### src/tcb_pkg.sv
//////////////////////////////
// tcb bus types
// request and response layout, opcode
// and the bus statistics record
//////////////////////////////

package tcb_pkg;

  // bus widths
  localparam int unsigned ADR_W = 16;
  localparam int unsigned DAT_W = 32;
  localparam int unsigned BEN_W = DAT_W / 8;

  // transfer opcode, one bit on the bus
  typedef enum logic {
    OP_READ  = 1'b0,
    OP_WRITE = 1'b1
  } bus_op_t;

  // request, 55 bits
  typedef struct packed {
    bus_op_t            op;
    logic [ADR_W-1:0]   adr;
    logic [BEN_W-1:0]   ben;
    logic [DAT_W-1:0]   wdt;
    // arbitration lock
    logic               lck;
    // repeat access
    logic               rpt;
  } bus_req_t;

  // response, 33 bits
  typedef struct packed {
    logic [DAT_W-1:0]   rdt;
    logic               err;
  } bus_rsp_t;

  // running totals since reset
  typedef struct packed {
    logic [31:0] xfer_cnt;
    logic [31:0] wr_cnt;
    // idle and backpressure cycles, unsaturated
    logic [31:0] idle_sum;
    logic [31:0] bpr_sum;
  } bus_stats_t;

endpackage

### src/trace_pkg.sv
//////////////////////////////
// trace types
// timing snapshot, trace record
// and the trace statistics record
//////////////////////////////

package trace_pkg;

  // timing field width, saturating
  localparam int unsigned CNT_W = 8;

  // cycles before a transfer
  typedef struct packed {
    // vld low
    logic [CNT_W-1:0] idl;
    // vld high, rdy low
    logic [CNT_W-1:0] bpr;
  } tmg_t;

  // one completed transaction
  // request and response as seen on the bus,
  // timing measured before the transfer
  typedef struct packed {
    tcb_pkg::bus_req_t req;
    tcb_pkg::bus_rsp_t rsp;
    tmg_t              tmg;
    // read with all byte enables low
    logic              no_ben;
  } trace_rec_t;

  // monitor side totals
  typedef struct packed {
    // error responses, dropped or not
    logic [31:0] err_cnt;
    // records lost to a full FIFO
    logic [31:0] drop_cnt;
  } trace_stats_t;

endpackage

### src/tcb_req_tracker.sv
//////////////////////////////
// tcb request tracker
// pairs each transfer with its
// response DLY cycles later
//////////////////////////////

`timescale 1ns/1ps

module tcb_req_tracker #(
  parameter int DLY = 2
) (
  input  logic              tcb,
  input  logic              rst_n,
  input  logic              bus_vld,
  input  logic              bus_rdy,
  input  tcb_pkg::bus_req_t bus_req,
  input  tcb_pkg::bus_rsp_t bus_rsp,
  output logic              cmp_vld,
  output tcb_pkg::bus_req_t cmp_req,
  output tcb_pkg::bus_rsp_t cmp_rsp
);

  // ring pointer width, at least one bit
  localparam int PTR_W = (DLY > 1) ? $clog2(DLY) : 1;

  logic              trn;
  // transfer flags, bit i set i+1 cycles after a transfer
  logic [DLY-1:0]    due_q;
  // in-flight requests
  tcb_pkg::bus_req_t ring [DLY];
  logic [PTR_W-1:0]  wr_ptr;
  logic [PTR_W-1:0]  rd_ptr;

  // transfer on vld and rdy
  assign trn = bus_vld & bus_rdy;

  //////////////////////////////
  // response due line
  //////////////////////////////

  always_ff @(posedge tcb) begin
    if (!rst_n) begin
      due_q <= '0;
    end else begin
      due_q[0] <= trn;
      for (int i = 1; i < DLY; i++) begin
        due_q[i] <= due_q[i-1];
      end
    end
  end

  //////////////////////////////
  // request ring
  //////////////////////////////

  // pointers wrap at DLY
  always_ff @(posedge tcb) begin
    if (!rst_n) begin
      wr_ptr <= '0;
      rd_ptr <= '0;
    end else begin
      if (trn) begin
        if (wr_ptr == PTR_W'(DLY - 1)) wr_ptr <= '0;
        else wr_ptr <= wr_ptr + 1'b1;
      end
      // oldest entry retires with its response
      if (cmp_vld) begin
        if (rd_ptr == PTR_W'(DLY - 1)) rd_ptr <= '0;
        else rd_ptr <= rd_ptr + 1'b1;
      end
    end
  end

  // payload only
  always_ff @(posedge tcb) begin
    if (trn) ring[wr_ptr] <= bus_req;
  end

  // completion, same cycle as the response on the bus
  assign cmp_vld = due_q[DLY-1];
  assign cmp_req = ring[rd_ptr];
  assign cmp_rsp = bus_rsp;

endmodule

### src/tcb_tmg_counter.sv
//////////////////////////////
// tcb timing counter
// idle and backpressure per transfer,
// bus statistics
//////////////////////////////

`timescale 1ns/1ps

module tcb_tmg_counter (
  input  logic                tcb,
  input  logic                rst_n,
  input  logic                bus_vld,
  input  logic                bus_rdy,
  input  tcb_pkg::bus_req_t   bus_req,
  output logic                snap_vld,
  output trace_pkg::tmg_t     snap_tmg,
  output tcb_pkg::bus_stats_t bus_stats
);

  logic                        trn;
  // saturating counts since the last transfer
  logic [trace_pkg::CNT_W-1:0] idl_cnt;
  logic [trace_pkg::CNT_W-1:0] bpr_cnt;

  assign trn = bus_vld & bus_rdy;

  //////////////////////////////
  // per-transfer timing
  //////////////////////////////

  always_ff @(posedge tcb) begin
    if (!rst_n) begin
      idl_cnt <= '0;
      bpr_cnt <= '0;
    end else if (trn) begin
      // restart on every transfer
      idl_cnt <= '0;
      bpr_cnt <= '0;
    end else if (!bus_vld) begin
      if (idl_cnt != '1) idl_cnt <= idl_cnt + 1'b1;
    end else begin
      // vld without rdy
      if (bpr_cnt != '1) bpr_cnt <= bpr_cnt + 1'b1;
    end
  end

  // snapshot in the transfer cycle, counts before it
  assign snap_vld     = trn;
  assign snap_tmg.idl = idl_cnt;
  assign snap_tmg.bpr = bpr_cnt;

  //////////////////////////////
  // bus statistics
  //////////////////////////////

  always_ff @(posedge tcb) begin
    if (!rst_n) begin
      bus_stats <= '0;
    end else begin
      if (trn) bus_stats.xfer_cnt <= bus_stats.xfer_cnt + 32'd1;
      if (trn && bus_req.op == tcb_pkg::OP_WRITE) bus_stats.wr_cnt <= bus_stats.wr_cnt + 32'd1;
      // sums do not saturate
      if (!bus_vld) bus_stats.idle_sum <= bus_stats.idle_sum + 32'd1;
      if (bus_vld && !bus_rdy) bus_stats.bpr_sum <= bus_stats.bpr_sum + 32'd1;
    end
  end

endmodule

### src/tcb_trace_merge.sv
//////////////////////////////
// tcb trace merger
// pairs completions with timing in order,
// flags reads without byte enables,
// buffers records in a FIFO
//////////////////////////////

`timescale 1ns/1ps

module tcb_trace_merge #(
  parameter int DLY         = 2,
  parameter int TRACE_DEPTH = 8
) (
  input  logic                    tcb,
  input  logic                    rst_n,
  input  logic                    cmp_vld,
  input  tcb_pkg::bus_req_t       cmp_req,
  input  tcb_pkg::bus_rsp_t       cmp_rsp,
  input  logic                    snap_vld,
  input  trace_pkg::tmg_t         snap_tmg,
  input  logic                    trace_rdy,
  output logic                    trace_vld,
  output trace_pkg::trace_rec_t   trace_rec,
  output trace_pkg::trace_stats_t trace_stats
);

  // snapshot queue
  localparam int SQ_D = DLY + 1;
  localparam int SQ_W = $clog2(SQ_D);
  // trace FIFO address width
  localparam int FF_W = $clog2(TRACE_DEPTH);

  trace_pkg::tmg_t       snap_q [SQ_D];
  logic [SQ_W-1:0]       sq_wr;
  logic [SQ_W-1:0]       sq_rd;
  trace_pkg::trace_rec_t rec_in;
  trace_pkg::trace_rec_t fifo [TRACE_DEPTH];
  // one extra bit tells full from empty
  logic [FF_W:0]         ff_wr;
  logic [FF_W:0]         ff_rd;
  logic                  ff_full;
  logic                  ff_empty;
  logic                  push;
  logic                  pop;

  //////////////////////////////
  // timing snapshot queue
  //////////////////////////////

  // pushed in the transfer cycle, popped with the completion
  always_ff @(posedge tcb) begin
    if (!rst_n) begin
      sq_wr <= '0;
      sq_rd <= '0;
    end else begin
      if (snap_vld) begin
        if (sq_wr == SQ_W'(SQ_D - 1)) sq_wr <= '0;
        else sq_wr <= sq_wr + 1'b1;
      end
      if (cmp_vld) begin
        if (sq_rd == SQ_W'(SQ_D - 1)) sq_rd <= '0;
        else sq_rd <= sq_rd + 1'b1;
      end
    end
  end

  always_ff @(posedge tcb) begin
    if (snap_vld) snap_q[sq_wr] <= snap_tmg;
  end

  // record assembly
  always_comb begin
    rec_in.req    = cmp_req;
    rec_in.rsp    = cmp_rsp;
    rec_in.tmg    = snap_q[sq_rd];
    // protocol flag, reads only
    rec_in.no_ben = (cmp_req.op == tcb_pkg::OP_READ) && (cmp_req.ben == '0);
  end

  //////////////////////////////
  // trace FIFO
  //////////////////////////////

  assign ff_empty = (ff_wr == ff_rd);
  assign ff_full  = (ff_wr[FF_W] != ff_rd[FF_W]) && (ff_wr[FF_W-1:0] == ff_rd[FF_W-1:0]);

  // a full FIFO drops the new record
  assign push = cmp_vld & ~ff_full;
  assign pop  = trace_vld & trace_rdy;

  always_ff @(posedge tcb) begin
    if (!rst_n) begin
      ff_wr <= '0;
      ff_rd <= '0;
    end else begin
      if (push) ff_wr <= ff_wr + 1'b1;
      if (pop) ff_rd <= ff_rd + 1'b1;
    end
  end

  always_ff @(posedge tcb) begin
    if (push) fifo[ff_wr[FF_W-1:0]] <= rec_in;
  end

  // head entry stays put until popped
  assign trace_vld = ~ff_empty;
  assign trace_rec = fifo[ff_rd[FF_W-1:0]];

  //////////////////////////////
  // trace statistics
  //////////////////////////////

  always_ff @(posedge tcb) begin
    if (!rst_n) begin
      trace_stats <= '0;
    end else begin
      // errors count even when the record is dropped
      if (cmp_vld && cmp_rsp.err) trace_stats.err_cnt <= trace_stats.err_cnt + 32'd1;
      if (cmp_vld && ff_full) trace_stats.drop_cnt <= trace_stats.drop_cnt + 32'd1;
    end
  end

endmodule

### src/tcb_mon_top.sv
//////////////////////////////
// tcb monitor top
// request tracker, timing counter
// and trace merger side by side
//////////////////////////////

`timescale 1ns/1ps

module tcb_mon_top #(
  parameter int DLY         = 2,
  parameter int TRACE_DEPTH = 8
) (
  input  logic                    tcb,
  input  logic                    rst_n,
  // observed bus
  input  logic                    bus_vld,
  input  logic                    bus_rdy,
  input  tcb_pkg::bus_req_t       bus_req,
  input  tcb_pkg::bus_rsp_t       bus_rsp,
  // trace stream
  input  logic                    trace_rdy,
  output logic                    trace_vld,
  output trace_pkg::trace_rec_t   trace_rec,
  // statistics
  output tcb_pkg::bus_stats_t     bus_stats,
  output trace_pkg::trace_stats_t trace_stats
);

  // tracker to merger
  logic              cmp_vld;
  tcb_pkg::bus_req_t cmp_req;
  tcb_pkg::bus_rsp_t cmp_rsp;
  // counter to merger
  logic              snap_vld;
  trace_pkg::tmg_t   snap_tmg;

  tcb_req_tracker #(
    .DLY (DLY)
  ) i_tcb_req_tracker (
    .tcb     (tcb),
    .rst_n   (rst_n),
    .bus_vld (bus_vld),
    .bus_rdy (bus_rdy),
    .bus_req (bus_req),
    .bus_rsp (bus_rsp),
    .cmp_vld (cmp_vld),
    .cmp_req (cmp_req),
    .cmp_rsp (cmp_rsp)
  );

  tcb_tmg_counter i_tcb_tmg_counter (
    .tcb       (tcb),
    .rst_n     (rst_n),
    .bus_vld   (bus_vld),
    .bus_rdy   (bus_rdy),
    .bus_req   (bus_req),
    .snap_vld  (snap_vld),
    .snap_tmg  (snap_tmg),
    .bus_stats (bus_stats)
  );

  // in-order merge and trace FIFO
  tcb_trace_merge #(
    .DLY         (DLY),
    .TRACE_DEPTH (TRACE_DEPTH)
  ) i_tcb_trace_merge (
    .tcb         (tcb),
    .rst_n       (rst_n),
    .cmp_vld     (cmp_vld),
    .cmp_req     (cmp_req),
    .cmp_rsp     (cmp_rsp),
    .snap_vld    (snap_vld),
    .snap_tmg    (snap_tmg),
    .trace_rdy   (trace_rdy),
    .trace_vld   (trace_vld),
    .trace_rec   (trace_rec),
    .trace_stats (trace_stats)
  );

endmodule

### config.mk
export PLATFORM = sky130hd
export DESIGN_NAME = tcb_mon_top
export DESIGN_NICKNAME = d
export VERILOG_FILES = /design/src/tcb_pkg.sv /design/src/trace_pkg.sv /design/src/tcb_req_tracker.sv /design/src/tcb_tmg_counter.sv /design/src/tcb_trace_merge.sv /design/src/tcb_mon_top.sv
export SDC_FILE = /design/constraint.sdc
export NUM_CORES = 1
export LEC_CHECK = 0
export ABC_AREA = 1
export BUFFER_PORTS_ARGS = -buffer_cell sky130_fd_sc_hd__buf_2
export CAP_MARGIN = 5
export CORE_MARGIN = 4
export CORE_UTILIZATION = 40
export DETAILED_ROUTE_END_ITERATION = 12
export GPL_TIMING_DRIVEN = 0
export PLACE_DENSITY_LB_ADDON = 0.05
export SLEW_MARGIN = 10
export SYNTH_ARGS = -nofsm -noshare
export SYNTH_HDL_FRONTEND = slang
export SYNTH_SLANG_ARGS = --single-unit
### constraint.sdc
create_clock -name tcb -period 22.2 [get_ports tcb]
set_input_delay 4.44 -clock tcb [delete_from_list [all_inputs] [get_ports tcb]]
set_output_delay 4.44 -clock tcb [all_outputs]
set_load 0.01 [all_outputs]
==> flow_metrics.tcl <==
set metrics [dict create \
    rsz0062_at_grt "no" \
    die_h_um 361 \
    synthTopCellsByCount "nor2_1 (1003), edfxtp_1 (998), nand2_1 (952)" \
    gr-usage-all-layers_pct 21.9 \
    synth_area_leader_cell "edfxtp_1" \
    setup_ws_ns 13.67 \
    synth_top_cells_by_area "edfxtp_1 (60%), dfxtp_1 (9.2%), nor2_1 (7.5%)" \
    r2r-end "i_tcb_trace_merge.fifo[6][55]" \
    cts_buffers 140 \
    wl_per_cell_um 20.9 \
    cp_slowest_cell "clkinv_1" \
    synthArstFlopShare_pct 0 \
    core_mm2 0.124 \
    drv_cap 0 \
    root_buffer "clkbuf_16" \
    power_frac_seq_pct 48.0 \
    drc_errors 0 \
    reg2reg_slack_ns 18.77 \
    hold_end "i_tcb_req_tracker.due_q[1]" \
    die_w_um 361 \
    yosysMostFrequentCell "nor2_1" \
    gp_congestion 0.854 \
    pwr-share-comb_pct 10.7 \
    hold-path-cell-count 2 \
    hpwlAfterDp_mm 98.2 \
    grt_pass1_vias 34982 \
    grt-ovfl-total 0 \
    fin_crit_sh_pct 38.4 \
    p_leak_nw 21.5 \
    wl_mm 146 \
    fmax_mhz 117 \
    ys.flop_type "edfxtp_1" \
    multiInputGateArea_mm2 0.0136 \
    synth_seq_cells 1228 \
    initial_core_util_pct 40.3 \
    first_pass_iters 5 \
    clock-sinks 1228 \
    hold_start "i_tcb_req_tracker.due_q[0]" \
    via_per_inst 5.11 \
    cts_max_path_buffers 3 \
    p_int_mw 3.95 \
    io_buffers 388 \
    p_per_area_mw_per_mm2 88.4 \
    num-fill-cells 11560 \
    finalSetupViolations 0 \
    fin_nets 5335 \
    worst_ep_required_time_ns 17.76 \
    grt_pass1_wl_mm 218 \
    first_iter_violations 2794 \
    postCtsHoldBufs 0 \
    seq_area_mm2 0.0346 \
    antenna_left 0 \
    syn-instance-count 4648 \
    critPathTopFamily "buffers and inverters" \
    cp_max_fo 10 \
    cts_tree "built" \
    drive_gt1_share_pct 13.9 \
    antenna_found_initial 13 \
    seq_area_frac_synth_pct 69.2 \
    tns_ns 0 \
    num_io_pins 391 \
    power.clock.fraction_pct 41.3 \
    cts-htree-levels 4 \
    clock_skew_ns 0.0203 \
    hp-class "register to register" \
    yosysWarningCount 0 \
    crit_path_frequent_cell "clkbuf_1" \
    synth_edf_count 998 \
    swShare_pct 24.7 \
    post-place-ws_ns 14.45 \
    fin_crit_ns 8.53 \
    rr_startpoint "i_tcb_trace_merge.ff_wr[2]" \
    grt_max_degree 28 \
    synth_area_per_cell_um2 10.8 \
    worstPathCellList "clkbuf_1, clkinv_1, clkbuf_1, clkbuf_1, nand2_1, nand2_1, buf_2" \
    p_switching_mw 1.30 \
    rows 129 \
    hold_viol 0 \
    cts.clk_slew.worst_paths_ns 0.06 \
    reg2reg_depth 12 \
    syn-cell-area_mm2 0.0500 \
    synth_nets 4751 \
    cts_resized 0 \
    critPathMaxStageDelay_ns 0.78 \
    vias 35606 \
    vdd_drop_max_v 0.0000773 \
    cts_setup_buffers 0 \
    status "completed" \
    die_area_mm2 0.131 \
    critPathCaptureType "primary output" \
    critPathKind "register to primary output" \
    tightest_slew_ns 1.23 \
    cp_data_arrival_time_ns 4.09 \
    crit_path_start_kind "register" \
    synthToLayoutAreaGrowth_pct 18.6 \
    synth_cell_types 38 \
    worst_skew_pair.late_latency_ns 0.73 \
    synth_top_area_share_pct 60.0 \
    max_slew_margin_pct 18.3 \
    slew_viol_final 0 \
    path_buf_inv 5 \
]
[flip-flops by register name, summed over array words and instances (netlist names), named ones only]
register	flops
i_tcb_tmg_counter.bpr_cnt	8
i_tcb_req_tracker.rd_ptr	1
i_tcb_tmg_counter.idl_cnt	8
i_tcb_trace_merge.ff_wr	4
i_tcb_trace_merge.trace_stats	64
i_tcb_trace_merge.sq_wr	2
i_tcb_req_tracker.due_q	2
i_tcb_trace_merge.ff_rd	4
i_tcb_trace_merge.sq_rd	2
i_tcb_trace_merge.snap_q	48
i_tcb_req_tracker.wr_ptr	1
i_tcb_trace_merge.fifo	840
i_tcb_req_tracker.ring	110
i_tcb_tmg_counter.bus_stats	128
[power groups by stage]
stage               Combinational [mW]  Clock [mW]  Sequential, mW
finish                           0.559        2.17            2.52
global route                     0.615        2.33            2.52
CTS                              0.569        2.23            2.52
detailed placement               0.567           0            2.57
global placement                 0.560           0            2.57
floorplan                        0.310           0            2.57
[tightest hold or removal path, cell delays in order, from the launching register on]
cell	delay, ns
dfxtp_1	0.30
nand2_1	0.04
inv_1	0.04
[how the worst max path moves through the flow]
stage,slack (ns),cells after the start,end
CTS,13.62,7,trace_rec[91]
global route,13.54,7,trace_rec[91]
finish,13.67,7,trace_rec[91]
detailed placement,14.45,7,trace_rec[91]
floorplan,13.32,8,i_tcb_trace_merge.fifo[6][0]
global placement,6.57,8,i_tcb_trace_merge.fifo[6][32]
[cell families after synthesis]
family                     share of synthesized area (%)
AOI/OAI and AO/OA                                   8.25
adders and majority gates                          0.250
DFF                                                 69.2
xor gates and xnor gates                           0.561
and+or+nand+nor                                     17.9
muxes                                             0.0200
buffers and inverters                               3.80
[per-stage QoR]
stage	utilization (%)	cell area (um2)	hold slack, ns	power [mW]	std cells
6_report	47.8	59300	0.409	5.24	6972
5_1_grt	47.8	59300	0.445	5.46	6966
4_1_cts	47.8	59300	0.410	5.31	6966
3_5_place_dp	44.4	55000	0.397	3.13	6727
3_3_place_gp	43.5	54000	0.398	3.13	6673
2_1_floorplan	-	50000	0.390	2.88	4648
[placed cells by master (no fill, tap or decap), drive strengths merged, types with 54 or more instances in the layout]
cell,instances
a21oi,158
buf,538
clkbuf,296
clkinv,54
dfxtp,230
edfxtp,998
inv,257
nand2,957
nand3,133
nor2,1014
nor3,72
o21ai,282
o32ai,210
[layout make-up]
cell class	count	area share, %
flip-flops and latches	1228	58.3
multi-input cells	2950	22.9
clock buffers	181	6.43
repair buffers	442	4.87
well taps	1637	3.45
inverters	259	1.64
plain buffers	211	1.57
clock inverters	58	0.766
diodes	6	0.0253
[layer usage]
layer  GRT usage [%]  routed length, um
met4            5.87               3240
met3            5.63              10600
met2            36.0              68300
met5               0                 82
met1            29.1              63700
No activity file was read; power rests on OpenSTA's default activity.
